===== config.mk =====
export PLATFORM = sky130hd
export DESIGN_NAME = mcu_link_top
export DESIGN_NICKNAME = d
export VERILOG_FILES = /design/src/mcu_link_pkg.sv /design/src/mcu_link_top.sv /design/src/link_target.sv /design/src/link_rx.sv /design/src/link_tx.sv /design/src/obi_link_initiator.sv
export SDC_FILE = /design/constraint.sdc
export NUM_CORES = 1
export LEC_CHECK = 0
export BUFFER_PORTS_ARGS = -buffer_cell sky130_fd_sc_hd__buf_2
export CAP_MARGIN = 10
export CORE_AREA = 2 2 379 231
export DETAILED_ROUTE_END_ITERATION = 6
export DIE_AREA = 0 0 381 233
export REMOVE_ABC_BUFFERS = 1
export SLEW_MARGIN = 10
export SYNTH_ARGS = -nofsm -noshare
export SYNTH_HDL_FRONTEND = slang
export SYNTH_SLANG_ARGS = --single-unit

===== constraint.sdc =====
create_clock -name clk_i -period 3.9 [get_ports clk_i]
set_clock_uncertainty 0.15 [all_clocks]
set_input_delay 1.17 -clock clk_i [delete_from_list [all_inputs] [get_ports clk_i]]
set_output_delay 1.17 -clock clk_i [all_outputs]
set_load 0.03 [all_outputs]

===== src/mcu_link_pkg.sv =====
/* mcu link package
   lane geometry, packet layout, packet kinds and flow control limits
   shared by the OBI to serial link bridge */

package mcu_link_pkg;

  // bus side
  localparam int DATA_W = 32;
  localparam int BE_W = 4;
  localparam int IDX_W = 4;
  localparam int TARGET_WORDS = 16;

  // serial lanes, single data rate
  localparam int NUM_LANES = 4;

  // packet fields, data in the low bits
  localparam int KIND_W = 2;
  localparam int DATA_LSB = 0;
  localparam int IDX_LSB = DATA_LSB + DATA_W;
  localparam int BE_LSB = IDX_LSB + IDX_W;
  localparam int KIND_LSB = BE_LSB + BE_W;
  localparam int FIELD_W = KIND_LSB + KIND_W;

  // rounded up to whole lane beats
  localparam int PKT_W = ((FIELD_W + NUM_LANES - 1) / NUM_LANES) * NUM_LANES;
  localparam int PAD_W = PKT_W - FIELD_W;
  localparam int BEATS = PKT_W / NUM_LANES;
  localparam int BEAT_W = $clog2(BEATS);

  // credits per link direction, equal to the rx fifo depth
  localparam int LINK_CREDITS = 4;
  localparam int CREDIT_W = $clog2(LINK_CREDITS + 1);
  localparam int FIFO_PTR_W = $clog2(LINK_CREDITS);

  // requests and responses share one rx fifo on the loopback,
  // half of it per kind keeps both moving
  localparam int MAX_OUTSTANDING = LINK_CREDITS / 2;
  localparam int OUT_W = $clog2(MAX_OUTSTANDING + 1);

  typedef enum logic [KIND_W-1:0] {
    PKT_WRITE = 2'd0,
    PKT_READ  = 2'd1,
    PKT_RSP   = 2'd2
  } pkt_kind_e;

endpackage

===== src/mcu_link_top.sv =====
/* mcu link top
   OBI port to serial link and back through the link-side target,
   lanes and credits leave the chip for the loopback */

`timescale 1ns/10ps

module mcu_link_top (
  input  logic                                clk_i,
  input  logic                                reset_i,
  // OBI port
  input  logic                                obi_req_i,
  input  logic [31:0]                         obi_addr_i,
  input  logic                                obi_we_i,
  input  logic [mcu_link_pkg::BE_W-1:0]       obi_be_i,
  input  logic [mcu_link_pkg::DATA_W-1:0]     obi_wdata_i,
  output logic                                obi_gnt_o,
  output logic                                obi_rvalid_o,
  output logic [mcu_link_pkg::DATA_W-1:0]     obi_rdata_o,
  // serial link
  output logic                                lane_valid_o,
  output logic [mcu_link_pkg::NUM_LANES-1:0]  lane_data_o,
  input  logic                                lane_valid_i,
  input  logic [mcu_link_pkg::NUM_LANES-1:0]  lane_data_i,
  output logic                                credit_o,
  input  logic                                credit_i
);

  logic                              req_pkt_valid;
  logic                              req_pkt_ready;
  logic [mcu_link_pkg::PKT_W-1:0]    req_pkt;
  logic                              rsp_pkt_valid;
  logic                              rsp_pkt_ready;
  logic [mcu_link_pkg::PKT_W-1:0]    rsp_pkt;
  logic                              tgt_pkt_valid;
  logic                              tgt_pkt_ready;
  logic [mcu_link_pkg::PKT_W-1:0]    tgt_pkt;
  logic                              rsp_in_valid;
  logic                              rsp_in_ready;
  logic [mcu_link_pkg::DATA_W-1:0]   rsp_in_data;

  obi_link_initiator initiator_i (
    .clk_i,
    .reset_i,
    .obi_req_i,
    .obi_addr_i,
    .obi_we_i,
    .obi_be_i,
    .obi_wdata_i,
    .obi_gnt_o,
    .obi_rvalid_o,
    .obi_rdata_o,
    .req_pkt_valid_o(req_pkt_valid),
    .req_pkt_o      (req_pkt),
    .req_pkt_ready_i(req_pkt_ready),
    .rsp_in_valid_i (rsp_in_valid),
    .rsp_in_data_i  (rsp_in_data),
    .rsp_in_ready_o (rsp_in_ready)
  );

  link_tx link_tx_i (
    .clk_i,
    .reset_i,
    .req_pkt_valid_i(req_pkt_valid),
    .req_pkt_i      (req_pkt),
    .req_pkt_ready_o(req_pkt_ready),
    .rsp_pkt_valid_i(rsp_pkt_valid),
    .rsp_pkt_i      (rsp_pkt),
    .rsp_pkt_ready_o(rsp_pkt_ready),
    .credit_i,
    .lane_valid_o,
    .lane_data_o
  );

  link_rx link_rx_i (
    .clk_i,
    .reset_i,
    .lane_valid_i,
    .lane_data_i,
    .credit_o,
    .tgt_pkt_valid_o(tgt_pkt_valid),
    .tgt_pkt_o      (tgt_pkt),
    .tgt_pkt_ready_i(tgt_pkt_ready),
    .rsp_in_valid_o (rsp_in_valid),
    .rsp_in_data_o  (rsp_in_data),
    .rsp_in_ready_i (rsp_in_ready)
  );

  link_target link_target_i (
    .clk_i,
    .reset_i,
    .tgt_pkt_valid_i(tgt_pkt_valid),
    .tgt_pkt_i      (tgt_pkt),
    .tgt_pkt_ready_o(tgt_pkt_ready),
    .rsp_pkt_valid_o(rsp_pkt_valid),
    .rsp_pkt_o      (rsp_pkt),
    .rsp_pkt_ready_i(rsp_pkt_ready)
  );

endmodule


===== src/link_target.sv =====
/* link target
   16-word register file behind the link, executes request packets
   and answers each with one response packet */

`timescale 1ns/10ps

module link_target (
  input  logic                            clk_i,
  input  logic                            reset_i,
  input  logic                            tgt_pkt_valid_i,
  input  logic [mcu_link_pkg::PKT_W-1:0]  tgt_pkt_i,
  output logic                            tgt_pkt_ready_o,
  output logic                            rsp_pkt_valid_o,
  output logic [mcu_link_pkg::PKT_W-1:0]  rsp_pkt_o,
  input  logic                            rsp_pkt_ready_i
);

  logic [mcu_link_pkg::DATA_W-1:0]  regs_q [mcu_link_pkg::TARGET_WORDS];
  logic                             rsp_valid_q;
  logic [mcu_link_pkg::PKT_W-1:0]   rsp_pkt_q;
  logic                             accept;
  mcu_link_pkg::pkt_kind_e          req_kind;
  logic [mcu_link_pkg::IDX_W-1:0]   req_idx;
  logic [mcu_link_pkg::BE_W-1:0]    req_be;
  logic [mcu_link_pkg::DATA_W-1:0]  req_wdata;

  assign req_kind = mcu_link_pkg::pkt_kind_e'(
                      tgt_pkt_i[mcu_link_pkg::KIND_LSB +: mcu_link_pkg::KIND_W]);
  assign req_idx = tgt_pkt_i[mcu_link_pkg::IDX_LSB +: mcu_link_pkg::IDX_W];
  assign req_be = tgt_pkt_i[mcu_link_pkg::BE_LSB +: mcu_link_pkg::BE_W];
  assign req_wdata = tgt_pkt_i[mcu_link_pkg::DATA_LSB +: mcu_link_pkg::DATA_W];

  // only one response in flight
  assign tgt_pkt_ready_o = !rsp_valid_q;
  assign accept = tgt_pkt_valid_i && tgt_pkt_ready_o;

  always_ff @(posedge clk_i) begin
    if (reset_i) begin
      for (int w = 0; w < mcu_link_pkg::TARGET_WORDS; w++) begin
        regs_q[w] <= '0;
      end
    end else if (accept && (req_kind == mcu_link_pkg::PKT_WRITE)) begin
      for (int b = 0; b < mcu_link_pkg::BE_W; b++) begin
        if (req_be[b]) begin
          regs_q[req_idx][8*b +: 8] <= req_wdata[8*b +: 8];
        end
      end
    end
  end

  always_ff @(posedge clk_i) begin
    if (reset_i) begin
      rsp_valid_q <= 1'b0;
    end else if (accept) begin
      rsp_valid_q <= 1'b1;
    end else if (rsp_pkt_ready_i) begin
      rsp_valid_q <= 1'b0;
    end
  end

  // reads return the word, writes return the word before the merge
  always_ff @(posedge clk_i) begin
    if (accept) begin
      rsp_pkt_q <= {{mcu_link_pkg::PAD_W{1'b0}}, mcu_link_pkg::PKT_RSP, req_be, req_idx,
                    regs_q[req_idx]};
    end
  end

  assign rsp_pkt_valid_o = rsp_valid_q;
  assign rsp_pkt_o = rsp_pkt_q;

endmodule


===== src/link_rx.sv =====
/* link receiver
   gathers lane beats into packets, queues them in the credit fifo and
   hands the head to the initiator or the target by packet kind */

`timescale 1ns/10ps

module link_rx (
  input  logic                                clk_i,
  input  logic                                reset_i,
  input  logic                                lane_valid_i,
  input  logic [mcu_link_pkg::NUM_LANES-1:0]  lane_data_i,
  output logic                                credit_o,
  output logic                                tgt_pkt_valid_o,
  output logic [mcu_link_pkg::PKT_W-1:0]      tgt_pkt_o,
  input  logic                                tgt_pkt_ready_i,
  output logic                                rsp_in_valid_o,
  output logic [mcu_link_pkg::DATA_W-1:0]     rsp_in_data_o,
  input  logic                                rsp_in_ready_i
);

  logic [mcu_link_pkg::BEAT_W-1:0]      beat_q;
  logic [mcu_link_pkg::PKT_W-1:0]       gather_q;
  logic [mcu_link_pkg::PKT_W-1:0]       beat_word;
  logic [mcu_link_pkg::PKT_W-1:0]       fifo_q [mcu_link_pkg::LINK_CREDITS];
  logic [mcu_link_pkg::FIFO_PTR_W-1:0]  wr_ptr_q;
  logic [mcu_link_pkg::FIFO_PTR_W-1:0]  rd_ptr_q;
  logic [mcu_link_pkg::CREDIT_W-1:0]    count_q;
  logic [mcu_link_pkg::PKT_W-1:0]       head_pkt;
  mcu_link_pkg::pkt_kind_e              head_kind;
  logic                                 last_beat;
  logic                                 head_valid;
  logic                                 head_is_rsp;
  logic                                 pop;

  assign last_beat = lane_valid_i &&
                     (beat_q == mcu_link_pkg::BEAT_W'(mcu_link_pkg::BEATS - 1));

  // new beat enters at the top, so the first beat ends up lowest
  assign beat_word = {lane_data_i, gather_q[mcu_link_pkg::PKT_W-1:mcu_link_pkg::NUM_LANES]};

  always_ff @(posedge clk_i) begin
    if (reset_i) begin
      beat_q <= '0;
    end else if (lane_valid_i) begin
      beat_q <= last_beat ? '0 : beat_q + 1'b1;
    end
  end

  always_ff @(posedge clk_i) begin
    if (lane_valid_i) begin
      gather_q <= beat_word;
    end
  end

  // full packet written straight from the last beat
  always_ff @(posedge clk_i) begin
    if (last_beat) begin
      fifo_q[wr_ptr_q] <= beat_word;
    end
  end

  always_ff @(posedge clk_i) begin
    if (reset_i) begin
      wr_ptr_q <= '0;
      rd_ptr_q <= '0;
      count_q <= '0;
    end else begin
      if (last_beat) begin
        wr_ptr_q <= wr_ptr_q + 1'b1;
      end
      if (pop) begin
        rd_ptr_q <= rd_ptr_q + 1'b1;
      end
      count_q <= count_q + mcu_link_pkg::CREDIT_W'(last_beat)
                 - mcu_link_pkg::CREDIT_W'(pop);
    end
  end

  assign head_valid = (count_q != '0);
  assign head_pkt = fifo_q[rd_ptr_q];
  assign head_kind = mcu_link_pkg::pkt_kind_e'(
                       head_pkt[mcu_link_pkg::KIND_LSB +: mcu_link_pkg::KIND_W]);
  assign head_is_rsp = (head_kind == mcu_link_pkg::PKT_RSP);

  assign tgt_pkt_valid_o = head_valid && !head_is_rsp;
  assign tgt_pkt_o = head_pkt;
  assign rsp_in_valid_o = head_valid && head_is_rsp;
  assign rsp_in_data_o = head_pkt[mcu_link_pkg::DATA_LSB +: mcu_link_pkg::DATA_W];

  assign pop = (tgt_pkt_valid_o && tgt_pkt_ready_i) ||
               (rsp_in_valid_o && rsp_in_ready_i);

  // one credit back per freed entry
  assign credit_o = pop;

endmodule


===== src/link_tx.sv =====
/* link transmitter
   picks response packets over request packets and shifts each one out
   over the lanes, one credit spent per packet */

`timescale 1ns/10ps

module link_tx (
  input  logic                                clk_i,
  input  logic                                reset_i,
  input  logic                                req_pkt_valid_i,
  input  logic [mcu_link_pkg::PKT_W-1:0]      req_pkt_i,
  output logic                                req_pkt_ready_o,
  input  logic                                rsp_pkt_valid_i,
  input  logic [mcu_link_pkg::PKT_W-1:0]      rsp_pkt_i,
  output logic                                rsp_pkt_ready_o,
  input  logic                                credit_i,
  output logic                                lane_valid_o,
  output logic [mcu_link_pkg::NUM_LANES-1:0]  lane_data_o
);

  typedef enum logic {
    TX_IDLE,
    TX_SEND
  } tx_state_e;

  tx_state_e                            state_q;
  logic [mcu_link_pkg::BEAT_W-1:0]      beat_q;
  logic [mcu_link_pkg::PKT_W-1:0]       shift_q;
  logic [mcu_link_pkg::CREDIT_W-1:0]    credit_q;
  logic                                 last_beat;
  logic                                 can_start;
  logic                                 take_rsp;
  logic                                 take_req;
  logic                                 start;

  assign last_beat = (state_q == TX_SEND) &&
                     (beat_q == mcu_link_pkg::BEAT_W'(mcu_link_pkg::BEATS - 1));

  // a new packet may follow the last beat directly
  assign can_start = ((state_q == TX_IDLE) || last_beat) && (credit_q != '0);

  // fixed priority, responses first
  assign rsp_pkt_ready_o = can_start;
  assign req_pkt_ready_o = can_start && !rsp_pkt_valid_i;

  assign take_rsp = rsp_pkt_valid_i && rsp_pkt_ready_o;
  assign take_req = req_pkt_valid_i && req_pkt_ready_o;
  assign start = take_rsp || take_req;

  always_ff @(posedge clk_i) begin
    if (reset_i) begin
      state_q <= TX_IDLE;
      beat_q <= '0;
    end else if (start) begin
      state_q <= TX_SEND;
      beat_q <= '0;
    end else if (last_beat) begin
      state_q <= TX_IDLE;
    end else if (state_q == TX_SEND) begin
      beat_q <= beat_q + 1'b1;
    end
  end

  // low lanes go first
  always_ff @(posedge clk_i) begin
    if (start) begin
      shift_q <= take_rsp ? rsp_pkt_i : req_pkt_i;
    end else if (state_q == TX_SEND) begin
      shift_q <= shift_q >> mcu_link_pkg::NUM_LANES;
    end
  end

  always_ff @(posedge clk_i) begin
    if (reset_i) begin
      credit_q <= mcu_link_pkg::CREDIT_W'(mcu_link_pkg::LINK_CREDITS);
    end else begin
      credit_q <= credit_q + mcu_link_pkg::CREDIT_W'(credit_i)
                  - mcu_link_pkg::CREDIT_W'(start);
    end
  end

  assign lane_valid_o = (state_q == TX_SEND);
  assign lane_data_o = shift_q[mcu_link_pkg::NUM_LANES-1:0];

endmodule


===== src/obi_link_initiator.sv =====
/* OBI link initiator
   grants OBI requests into a one-entry packet slot and turns returning
   response packets into in-order rvalid pulses */

`timescale 1ns/10ps

module obi_link_initiator (
  input  logic                              clk_i,
  input  logic                              reset_i,
  input  logic                              obi_req_i,
  input  logic [31:0]                       obi_addr_i,
  input  logic                              obi_we_i,
  input  logic [mcu_link_pkg::BE_W-1:0]     obi_be_i,
  input  logic [mcu_link_pkg::DATA_W-1:0]   obi_wdata_i,
  output logic                              obi_gnt_o,
  output logic                              obi_rvalid_o,
  output logic [mcu_link_pkg::DATA_W-1:0]   obi_rdata_o,
  output logic                              req_pkt_valid_o,
  output logic [mcu_link_pkg::PKT_W-1:0]    req_pkt_o,
  input  logic                              req_pkt_ready_i,
  input  logic                              rsp_in_valid_i,
  input  logic [mcu_link_pkg::DATA_W-1:0]   rsp_in_data_i,
  output logic                              rsp_in_ready_o
);

  logic                              slot_valid_q;
  logic [mcu_link_pkg::PKT_W-1:0]    slot_pkt_q;
  logic [mcu_link_pkg::OUT_W-1:0]    out_cnt_q;
  logic                              rvalid_q;
  logic [mcu_link_pkg::DATA_W-1:0]   rdata_q;
  logic                              grant;
  logic                              rsp_take;
  mcu_link_pkg::pkt_kind_e           req_kind;

  // responses are never back-pressured
  assign rsp_in_ready_o = 1'b1;
  assign rsp_take = rsp_in_valid_i && rsp_in_ready_o;

  assign grant = obi_req_i && !slot_valid_q &&
                 (out_cnt_q < mcu_link_pkg::OUT_W'(mcu_link_pkg::MAX_OUTSTANDING));
  assign obi_gnt_o = grant;

  assign req_kind = obi_we_i ? mcu_link_pkg::PKT_WRITE : mcu_link_pkg::PKT_READ;

  always_ff @(posedge clk_i) begin
    if (reset_i) begin
      slot_valid_q <= 1'b0;
    end else if (grant) begin
      slot_valid_q <= 1'b1;
    end else if (req_pkt_ready_i) begin
      slot_valid_q <= 1'b0;
    end
  end

  // word index from address bits 5:2
  always_ff @(posedge clk_i) begin
    if (grant) begin
      slot_pkt_q <= {{mcu_link_pkg::PAD_W{1'b0}}, req_kind, obi_be_i,
                     obi_addr_i[2 +: mcu_link_pkg::IDX_W], obi_wdata_i};
    end
  end

  assign req_pkt_valid_o = slot_valid_q;
  assign req_pkt_o = slot_pkt_q;

  // outstanding = granted but rvalid not yet seen on the bus
  always_ff @(posedge clk_i) begin
    if (reset_i) begin
      out_cnt_q <= '0;
    end else if (grant && !rvalid_q) begin
      out_cnt_q <= out_cnt_q + 1'b1;
    end else if (!grant && rvalid_q) begin
      out_cnt_q <= out_cnt_q - 1'b1;
    end
  end

  always_ff @(posedge clk_i) begin
    if (reset_i) begin
      rvalid_q <= 1'b0;
    end else begin
      rvalid_q <= rsp_take;
    end
  end

  always_ff @(posedge clk_i) begin
    if (rsp_take) begin
      rdata_q <= rsp_in_data_i;
    end
  end

  assign obi_rvalid_o = rvalid_q;
  assign obi_rdata_o = rdata_q;

endmodule


==> flow_summary.json, run 1 <==
{
  "status": "finished clean",
  "ant_nets": 0,
  "cts_hold_buf": 0,
  "hpwl_um": 60600,
  "cap_violations": 0,
  "synthCells": 2493,
  "endpoint_kind": "output pin",
  "dieArea_um2": 88800,
  "fmax_mhz": 270,
  "p_total_uw": 27400,
  "drc": 0,
  "gp_congestion": 0.828,
  "antenna_found_initial": 4,
  "grt_overflow_total": 0,
  "clk_path_buf_depth": 3,
  "path_max_fanout": 10,
  "fp-row-count": 83,
  "yosys_warnings": 0,
  "yosys.area.top_type": "edfxtp_1",
  "yosys-top-cells-area": "edfxtp_1, mux2i_1, nor2_2",
  "synth_edf_count": 875,
  "min_from": "link_rx_i.gather_q[7]",
  "finalCoreUtilization_pct": 50.2,
  "clock-sinks": 901,
  "grt_first_pass_wirelength_um": 135000,
  "rsz0062_at_grt": "no",
  "critPathKind": "reg2out",
  "period_share_pct": 94.9,
  "clk_pin_slew_ns": 0.07,
  "final_common_cell": "edfxtp_1",
  "slew_headroom_pct": 25.9,
  "rr_endpoint": "link_target_i.rsp_pkt_o[20]",
  "finalWorstPathRequiredPeriod_ns": 3.70,
  "cts_htree_levels": 3,
  "synth_top_area_share_pct": 69.2,
  "cellLeakagePower_uw": 0.0146,
  "ys_seq_area_share_pct": 70.6,
  "portBuffers": 89,
  "cts_root_buf": "clkbuf_16",
  "p_per_area_nw_per_um2": 643,
  "n_fill_cell": 7071,
  "worstMarginPinSlew_ns": 1.11,
  "layout-drive-gt1-share_pct": 29.2,
  "ys.flop_type": "edfxtp_1",
  "drtIter0Drc": 2088,
  "vias": 21000,
  "async_flop_share_pct": 0,
  "synth_cell_types": 39,
  "fp.dieW_um": 381,
  "core_area_um2": 84900,
  "pin_count": 118,
  "whs_ns": 0.362,
  "initial_core_util_pct": 44.7,
  "slew_viol_final": 0,
  "r2r_slack_ns": 0.50,
  "layout_common_cells": "edfxtp_1, nor2_2, mux2i_1",
  "track_usage_pct": 20.8,
  "synth.avg_cell_area_um2": 15.2,
  "wirelength_um": 91400,
  "drtPass1Iterations": 5,
  "cts_made_buffers": 80,
  "cts_tree": "built",
  "grt_max_degree": 90,
  "reg2reg_depth": 7,
  "finalHoldViolations": 0,
  "fin_nets": 2733,
  "irDropWorstVdd_v": 0.000397,
  "grt_pass1_vias": 20900,
  "clock_latency_ns": 0.67,
  "arrival_ns": 2.38,
  "hp-class": "reg2reg",
  "required_ns": 2.58,
  "startpoint_type": "flip-flop",
  "crit_end": "credit_o",
  "routedWlPerCell_um": 23.7,
  "syn_area_um2": 38000,
  "synth_seq_cells": 901,
  "setup_viol": 0,
  "die_h_um": 233,
  "area_growth_pct": 12.4,
  "vias_per_cell": 5.45
}
==> cells in the mapped netlist (5+ instances only) <==
library cell	n
a21oi_1	47
and2_1	35
buf_1	8
buf_2	79
buf_4	10
buf_6	37
clkbuf_1	58
dfxtp_1	26
edfxtp_1	875
ha_1	13
inv_1	14
mux2i_1	301
mux4_2	41
nand2_1	18
nand2_4	32
nand2b_1	5
nand3_1	6
nor2_1	271
nor2_2	315
nor3_1	10
o21ai_0	39
o21ai_1	28
o21bai_1	61
o22ai_1	128
xnor2_1	6
xor2_1	7
==> critical path, stage by stage, from the launching register on <==
cell and delay, ns:
dfxtp_4 0.46, mux4_2 0.58, nand2b_1 0.20, a21oi_2 0.23, buf_2 0.24
==> cell families after synthesis <==
| logic type | share of synthesized area, % |
|---|---|
| AOI/OAI and AO/OA | 4.86 |
| xor gates and xnor gates | 0.300 |
| adders and majority gates | 0.534 |
| buffers and inverters | 3.15 |
| DFF | 70.6 |
| muxes | 10.4 |
| and+or+nand+nor | 10.2 |
==> final cells by class <==
type                            instances  area [um2]  share of cell area, %
Inverter                               16        67.6                  0.158
Clock inverter                         45         368                  0.862
Tap cell                             1147        1440                   3.36
Multi-Input combinational cell       1384       10000                   23.5
Antenna cell                            1        2.50                0.00586
Sequential cell                       901       26800                   62.8
Timing Repair Buffer                  257        1870                   4.38
Clock buffer                           97        2100                   4.91
==> layer usage <==
| metal | share of wire, % | GRT usage, % | up-vias |
|---|---|---|---|
| met5 | 0 | 0 | - |
| met4 | 1.8 | 5.05 | 0 |
| met3 | 8.8 | 5.10 | 109 |
| met2 | 42 | 29.7 | 721 |
| met1 | 47 | 31.7 | 10700 |
| li1 | - | - | 9487 |
==> worst min path at each step <==
| stage | depth (start not counted) | end |
|---|---|---|
| after detailed placement | 0 | link_rx_i.fifo_q[1][1] |
| final | 0 | link_rx_i.fifo_q[1][3] |
| after global routing | 0 | link_rx_i.fifo_q[1][3] |
| after CTS | 0 | link_rx_i.fifo_q[1][1] |
| after floorplan | 2 | initiator_i.out_cnt_q[1] |
| after global placement | 0 | link_rx_i.fifo_q[1][3] |
==> state kept, by name (all words and copies together), names as in the netlist, 2 cells and up, named ones only <==
signal	flops
link_target_i.regs_q	512
link_rx_i.fifo_q	168
link_tx_i.shift_q	42
initiator_i.req_pkt_o	41
link_rx_i.gather_q	40
link_target_i.rsp_pkt_o	40
initiator_i.obi_rdata_o	32
link_rx_i.beat_q	4
link_tx_i.beat_q	4
link_rx_i.count_q	3
link_tx_i.credit_q	3
initiator_i.out_cnt_q	2
link_rx_i.rd_ptr_q	2
link_rx_i.wr_ptr_q	2
==> what timing repair did <==
item	in CTS	in global routing
setup endpoints to repair	1	1
gates resized for setup	1	1
setup buffers	0	0
endpoints found under the hold margin	0	0
==> power by group <==
group	total [uW]	switching (uW)	internal [uW]
Combinational	7310	4970	2340
Sequential	12500	480	12000
Clock	7630	3510	4120
==> through the flow <==
step                      worst slack, ns  setup TNS (ns)  instances  area (um2)
final                               0.197               0       3848       42700
after global routing               0.0703               0       3847       42700
after CTS                          0.0133               0       3847       42700
after detailed placement            0.452               0       3705       40200
after global placement              0.516               0       3705       40200
after floorplan                     -6.71        -3333.62       2301       36800
Power figures use the tool's default switching activity.
==> run 2: changes to the inputs <==
--- a/config.mk
+++ b/config.mk
@@ -5,11 +5,12 @@
 export SDC_FILE = /design/constraint.sdc
 export NUM_CORES = 1
 export LEC_CHECK = 0
+export ABC_AREA = 1
 export BUFFER_PORTS_ARGS = -buffer_cell sky130_fd_sc_hd__buf_2
 export CAP_MARGIN = 10
-export CORE_AREA = 2 2 379 231
+export CORE_AREA = 2 2 383 233
 export DETAILED_ROUTE_END_ITERATION = 6
-export DIE_AREA = 0 0 381 233
+export DIE_AREA = 0 0 385 235
 export REMOVE_ABC_BUFFERS = 1
 export SLEW_MARGIN = 10
 export SYNTH_ARGS = -nofsm -noshare
==> constraint.sdc (replaced) <==
create_clock -name clk_i -period 3.94 [get_ports clk_i]
set_clock_uncertainty 0.15 [all_clocks]
set_input_delay 1.182 -clock clk_i [delete_from_list [all_inputs] [get_ports clk_i]]
set_output_delay 1.182 -clock clk_i [all_outputs]
set_load 0.03 [all_outputs]
==> run 2 against run 1 <==
  * Non-clock buffer count shrank 88
  * Die area increased by 1.9%
  * First-iteration DRC count grew 50%
  * Synthesized area increased by 2.4%
  * Combinational power increased by 53%
  * Via count rose by 27%
  * Highest routed layer is now met5
  * Critical endpoint unchanged
  * Critical path type unchanged
  * Synthesized cell count rose by 52%
  * Count of clock-buffer cells in the layout is 13 higher
==> flow_summary.json, run 2 <==
{
  "grt_first_pass_wirelength_um": 156000,
  "drtPass1Iterations": 5,
  "synth_top_area_share_pct": 67.6,
  "vias_per_cell": 5.26,
  "whs_ns": 0.348,
  "layout_common_cells": "nand2_1, edfxtp_1, nor2_1",
  "ant_nets": 0,
  "fin_nets": 3932,
  "pin_count": 118,
  "critPathKind": "reg2out",
  "top_register": "link_target_i.regs_q",
  "use_met3_pct": 6.03,
  "netlist_top_cells_count": "nand2_1, edfxtp_1, nor2_1",
  "required_ns": 2.61,
  "cts_root_buf": "clkbuf_16",
  "setup_viol": 0,
  "layout-drive-gt1-share_pct": 8.87,
  "placed_cells": 4912,
  "clk_pin_slew_ns": 0.07,
  "setup_tns_ns": 0,
  "syn_area_um2": 38900,
  "synthAdderAreaFrac_pct": 0.521,
  "vias": 26700,
  "critical_path.most_common_cell": "nand3_1",
  "drtIter0Drc": 3138,
  "synth-simple-area-share_pct": 24.1,
  "path_max_fanout": 15,
  "synth_edf_count": 875,
  "synth_cell_types": 36,
  "critPathSlowestCell": "dfxtp_1",
  "drc": 0,
  "core_area_um2": 86900,
  "endpoint_kind": "output pin",
  "synth.avg_cell_area_um2": 10.2,
  "synth_seq_cells": 901,
  "status": "finished clean",
  "final_common_cell": "nand2_1",
  "yosys.area.top_type": "edfxtp_1",
  "synth_top_family_by_area": "simple AND/OR/NAND/NOR gates",
  "synthCells": 3800,
  "wirelength_um": 103000,
  "arrival_ns": 2.41,
  "portBuffers": 89,
  "grtUsageMet1_pct": 35.1,
  "ys_seq_area_share_pct": 68.9,
  "clock_latency_ns": 0.70,
  "grt_pass1_vias": 25300,
  "antenna_cells": 0,
  "grtUsageMet2_pct": 31.9,
  "max_stage_delay_ns": 0.30,
  "antenna_found_initial": 2,
  "cts_made_buffers": 85,
  "hp-class": "reg2reg",
  "final_cell_count_no_fill": 5071,
  "finalHoldViolations": 0,
  "irDropWorstVdd_v": 0.000772,
  "p_per_area_nw_per_um2": 735,
  "synth_xor_area_share_pct": 0.0901,
  "fmax_mhz": 267,
  "finalWorstPathRequiredPeriod_ns": 3.74,
  "synthMuxAreaShare_pct": 0,
  "rsz0062_at_grt": "no",
  "finalCoreUtilization_pct": 50.0,
  "cp_top_family": "buffers and inverters",
  "worstMarginPinSlew_ns": 0.997,
  "routedWlPerCell_um": 20.3,
  "slew_headroom_pct": 33.5,
  "ys.flop_type": "edfxtp_1",
  "dieArea_um2": 90500,
  "cellLeakagePower_uw": 0.0180,
  "cts_htree_levels": 3,
  "hpwl_um": 64000,
  "slew_viol_final": 0,
  "area_growth_pct": 11.7,
  "cts_tree": "built",
  "yosys_warnings": 0,
  "clock-sinks": 901,
  "crit_chain": "buf_4 -> inv_2 -> nand3_1 -> nand2_1 -> nand3_1 -> nand2_2 -> buf_2",
  "r2r_slack_ns": 0.28,
  "period_share_pct": 94.9,
  "initial_core_util_pct": 44.7,
  "die_h_um": 235,
  "largest_reg_flops": 512,
  "async_flop_share_pct": 0,
  "grt.busiest_layer": "met1",
  "synth-compound-area-share_pct": 2.41,
  "startpoint_type": "flip-flop",
  "synth.most_common_cell": "nand2_1",
  "cts_hold_buf": 0,
  "cap_violations": 0,
  "gp_congestion": 0.847,
  "cp_num_buf_inv": 3,
  "grt_overflow_total": 0,
  "yosys-top-cells-area": "edfxtp_1, nand2_1, nor2_1",
  "fp.dieW_um": 385,
  "fp-row-count": 84,
  "top_regs": "link_target_i.regs_q (512), link_rx_i.fifo_q (168), link_tx_i.shift_q (42)",
  "track_usage_pct": 22.9,
  "clk_path_buf_depth": 3,
  "grt_max_degree": 186
}
==> run 2: cell count changes after synthesis, moves of 38 or more <==
cell      delta
inv_1      +129
mux2i_1    -301
mux4_2      -41
nand2_1   +1461
nand3_1    +305
nor2_1     +267
nor2_2     -302
o21a_1      +38
o21bai_1    -61
o22ai_1    -127
==> run 2: path summary, 6_finish.rpt <==
check,start,end,depth (start not counted)
worst max-delay path,flip-flop,credit_o,7
worst max register to register,flip-flop,link_target_i.regs_q[1][24],10
worst min-delay path,initiator_i.out_cnt_q[0],initiator_i.out_cnt_q[0],2
worst min register to register,initiator_i.out_cnt_q[0],initiator_i.out_cnt_q[0],2
==> run 2: per-layer routing <==
metal | vias up | part of all wire [%]
li1 | 12700 | -
met1 | 12800 | 46
met2 | 1085 | 41
met3 | 143 | 9.9
met4 | 2 | 2.4
met5 | - | 0.013
==> run 2: kinds of logic after synthesis <==
kind of cell	after synthesis
buffers and inverters	370
AO/OA/AOI/OAI	143
adder cells (fa/ha/maj)	15
XOR/XNOR	4
AND/OR/NAND/NOR	2367
flip-flops	901
==> run 2: repair_timing <==
item	CTS	global route
buffers inserted	1	0
gates resized for setup	1	1
endpoints found under the setup margin	1	1
==> run 2: per-stage QoR <==
| stage | area [um2] | total power (uW) | setup slack [ns] |
|---|---|---|---|
| after global placement | 40600 | 23700 | 0.302 |
| final | 43400 | 31900 | 0.201 |
| after floorplan | 37900 | 18700 | -10.98 |
| after detailed placement | 40600 | 23700 | 0.267 |
| after CTS | 43400 | 32000 | 0.0218 |
| after global routing | 43400 | 33500 | 0.00999 |
==> run 2: cell type report <==
class	instances	area, um2
clock buffer	110	2260
clock inverter	48	503
fill	7857	43500
inverter	153	582
multi-input combinational	2529	10600
sequential	901	26800
tap	1161	1450
timing repair buffer	169	1190
==> run 2: worst register-to-register path, delay by kind of cell, from the launching register on <==
family	cells	cell delay, ns
DFF	1	0.52
and+or+nand+nor	7	1.77
buffers and inverters	3	0.88
==> run 2: power breakdown <==
part           leakage [uW]  internal [uW]  switching [uW]
Clock               0.00136           4510            3750
Sequential          0.00888          12100             419
Combinational       0.00779           2450            8730
Total                0.0180          19000           12900
==> run 3: changes to the inputs <==
==> constraint.sdc (replaced) <==
create_clock -name clk_i -period 4.5 [get_ports clk_i]
set_clock_uncertainty 0.15 [all_clocks]
set_input_delay 1.35 -clock clk_i [delete_from_list [all_inputs] [get_ports clk_i]]
set_output_delay 1.35 -clock clk_i [all_outputs]
set_load 0.03 [all_outputs]
==> run 3 against run 2 <==
  * Worst hold slack better by 0.00096 ns
  * Utilization up 0.16 points
  * Routed wire length down 0.82%
  * Design area up 0.32%
  * Final cell count up 0.65%
==> flow_summary.json, run 3 (same netlist as run 2, synthesis figures left out) <==
{
  "irDropWorstVdd_v": 0.000533,
  "finalHoldViolations": 0,
  "cellLeakagePower_uw": 0.0181,
  "seqPwrFrac_pct": 39.4,
  "fmax_mhz": 231,
  "multiInputGateArea_um2": 10600,
  "top_register": "link_target_i.regs_q",
  "cts_tree": "built",
  "clk_path_buf_depth": 3,
  "grt_max_degree": 201,
  "drtPass1Iterations": 5,
  "slew_headroom_pct": 21.6,
  "critPathKind": "reg2out",
  "p_sw_uw": 11200,
  "setup_viol": 0,
  "routedWlPerCell_um": 20.0,
  "dieArea_um2": 90500,
  "postPlaceCellArea_um2": 40900,
  "fin_nets": 3968,
  "status": "finished clean",
  "crit_chain": "buf_6 -> nand2_1 -> nand3_1 -> nand2_1 -> nand3_1 -> nand2_1 -> buf_2",
  "p_per_area_nw_per_um2": 637,
  "portBuffers": 89,
  "hpwl_um": 63500,
  "setup_tns_ns": 0,
  "pin_count": 118,
  "layout-drive-gt1-share_pct": 9.43,
  "ant_nets": 0,
  "die_h_um": 235,
  "swShare_pct": 40.3,
  "layout_common_cells": "nand2_1, edfxtp_1, nor2_1",
  "largest_reg_flops": 512,
  "antenna_found_initial": 1,
  "regArea_um2": 26800,
  "rsz0062_at_grt": "no",
  "min_path_cells": 2,
  "post_cts_buffers": 0,
  "fp-row-count": 84,
  "critical_path.most_common_cell": "nand2_1",
  "wirelength_um": 102000,
  "clk_pin_slew_ns": 0.06,
  "fin_area_um2": 43600,
  "endpoint_kind": "output pin",
  "cts_made_buffers": 84,
  "worstMarginPinSlew_ns": 1.18,
  "vias": 26500,
  "critPathSlowestCell": "dfxtp_4",
  "clock_latency_ns": 0.69,
  "finalWorstPathRequiredPeriod_ns": 4.33,
  "core_area_um2": 86900,
  "drtIter0Drc": 2997,
  "antenna_cells": 0,
  "combPwrFrac_pct": 34.7,
  "power.internal_uw": 16600,
  "cts_hold_buf": 0,
  "hp-class": "reg2reg",
  "startpoint_type": "flip-flop",
  "period_share_pct": 96.2,
  "path_max_fanout": 55,
  "cts_root_buf": "clkbuf_16",
  "max_stage_delay_ns": 0.61,
  "clockPowerShare_pct": 25.9,
  "grt_overflow_total": 0,
  "track_usage_pct": 22.9,
  "slew_viol_final": 0,
  "cap_violations": 0,
  "initial_core_util_pct": 44.7,
  "area_growth_pct": 12.0,
  "final_common_cell": "nand2_1",
  "grt_pass1_vias": 24900,
  "top_regs": "link_target_i.regs_q (512), link_rx_i.fifo_q (168), link_tx_i.shift_q (42)",
  "cts_htree_levels": 3,
  "n_fill_cell": 7848,
  "arrival_ns": 2.83,
  "fp.dieW_um": 385,
  "clock-sinks": 901,
  "required_ns": 3.00,
  "drc": 0,
  "grt_first_pass_wirelength_um": 156000,
  "gp_congestion": 0.848,
  "reg2reg_depth": 12,
  "vias_per_cell": 5.18
}
-- run 3: power by group through the flow --
stage / Clock, uW / Combinational, uW / Sequential [uW]
after global routing: 7620 / 10500 / 11000
final: 7190 / 9620 / 10900
after CTS: 7300 / 9570 / 11000
after detailed placement: 0 / 9530 / 11100
after floorplan: 0 / 5310 / 11200
after global placement: 0 / 9470 / 11100
-- run 3: final timing paths --
| path | to | slack, ns | from |
|---|---|---|---|
| worst max-delay path | credit_o | 0.17 | flip-flop |
| worst min-delay path | initiator_i.out_cnt_q[0] | 0.35 | initiator_i.out_cnt_q[0] |
| worst max register to register | link_target_i.rsp_pkt_o[21] | 0.82 | flip-flop |
| worst min register to register | initiator_i.out_cnt_q[0] | 0.35 | initiator_i.out_cnt_q[0] |
-- run 3: layer usage --
layer,routed length (um),vias up,part of all wire (%),global-route usage [%]
met5,105,-,0.10,0.899
met4,2020,2,2.0,5.50
met3,10200,141,10,6.41
met2,42100,977,41,31.5
met1,47900,12600,47,35.3
li1,-,12700,-,-
-- run 3: final cells by class --
cell class / instances / area share (%)
repair buffers: 206 / 3.19
clock buffers: 115 / 5.21
flip-flops and latches: 901 / 61.5
inverters: 153 / 1.33
well taps: 1161 / 3.33
multi-input cells: 2529 / 24.4
clock inverters: 39 / 1.01
-- run 3: metrics by stage --
step / worst slack [ns] / power (uW) / cells / hold slack (ns) / utilization, %
after floorplan: -10.42 / 16600 / 3583 / 0.297 / -
after global placement: 0.781 / 20600 / 4950 / 0.322 / 47.0
after detailed placement: 0.750 / 20700 / 4950 / 0.329 / 47.0
after CTS: 0.143 / 27800 / 5104 / 0.342 / 50.1
after global routing: 0.0144 / 29200 / 5104 / 0.358 / 50.1
final: 0.170 / 27800 / 5104 / 0.349 / 50.1
-- run 3: critical path, delay by kind of cell (launching register included) --
kind	cells	cell delay, ns
flip-flops	1	0.61
AND/OR/NAND/NOR	5	0.77
buffers and inverters	2	0.71
-- run 3: timing repair --
| item | 4_1_cts | 5_1_grt |
|---|---|---|
| endpoints found under the hold margin | 0 | 0 |
| setup endpoints to repair | 1 | 0 |
| gates resized for setup | 1 | 0 |
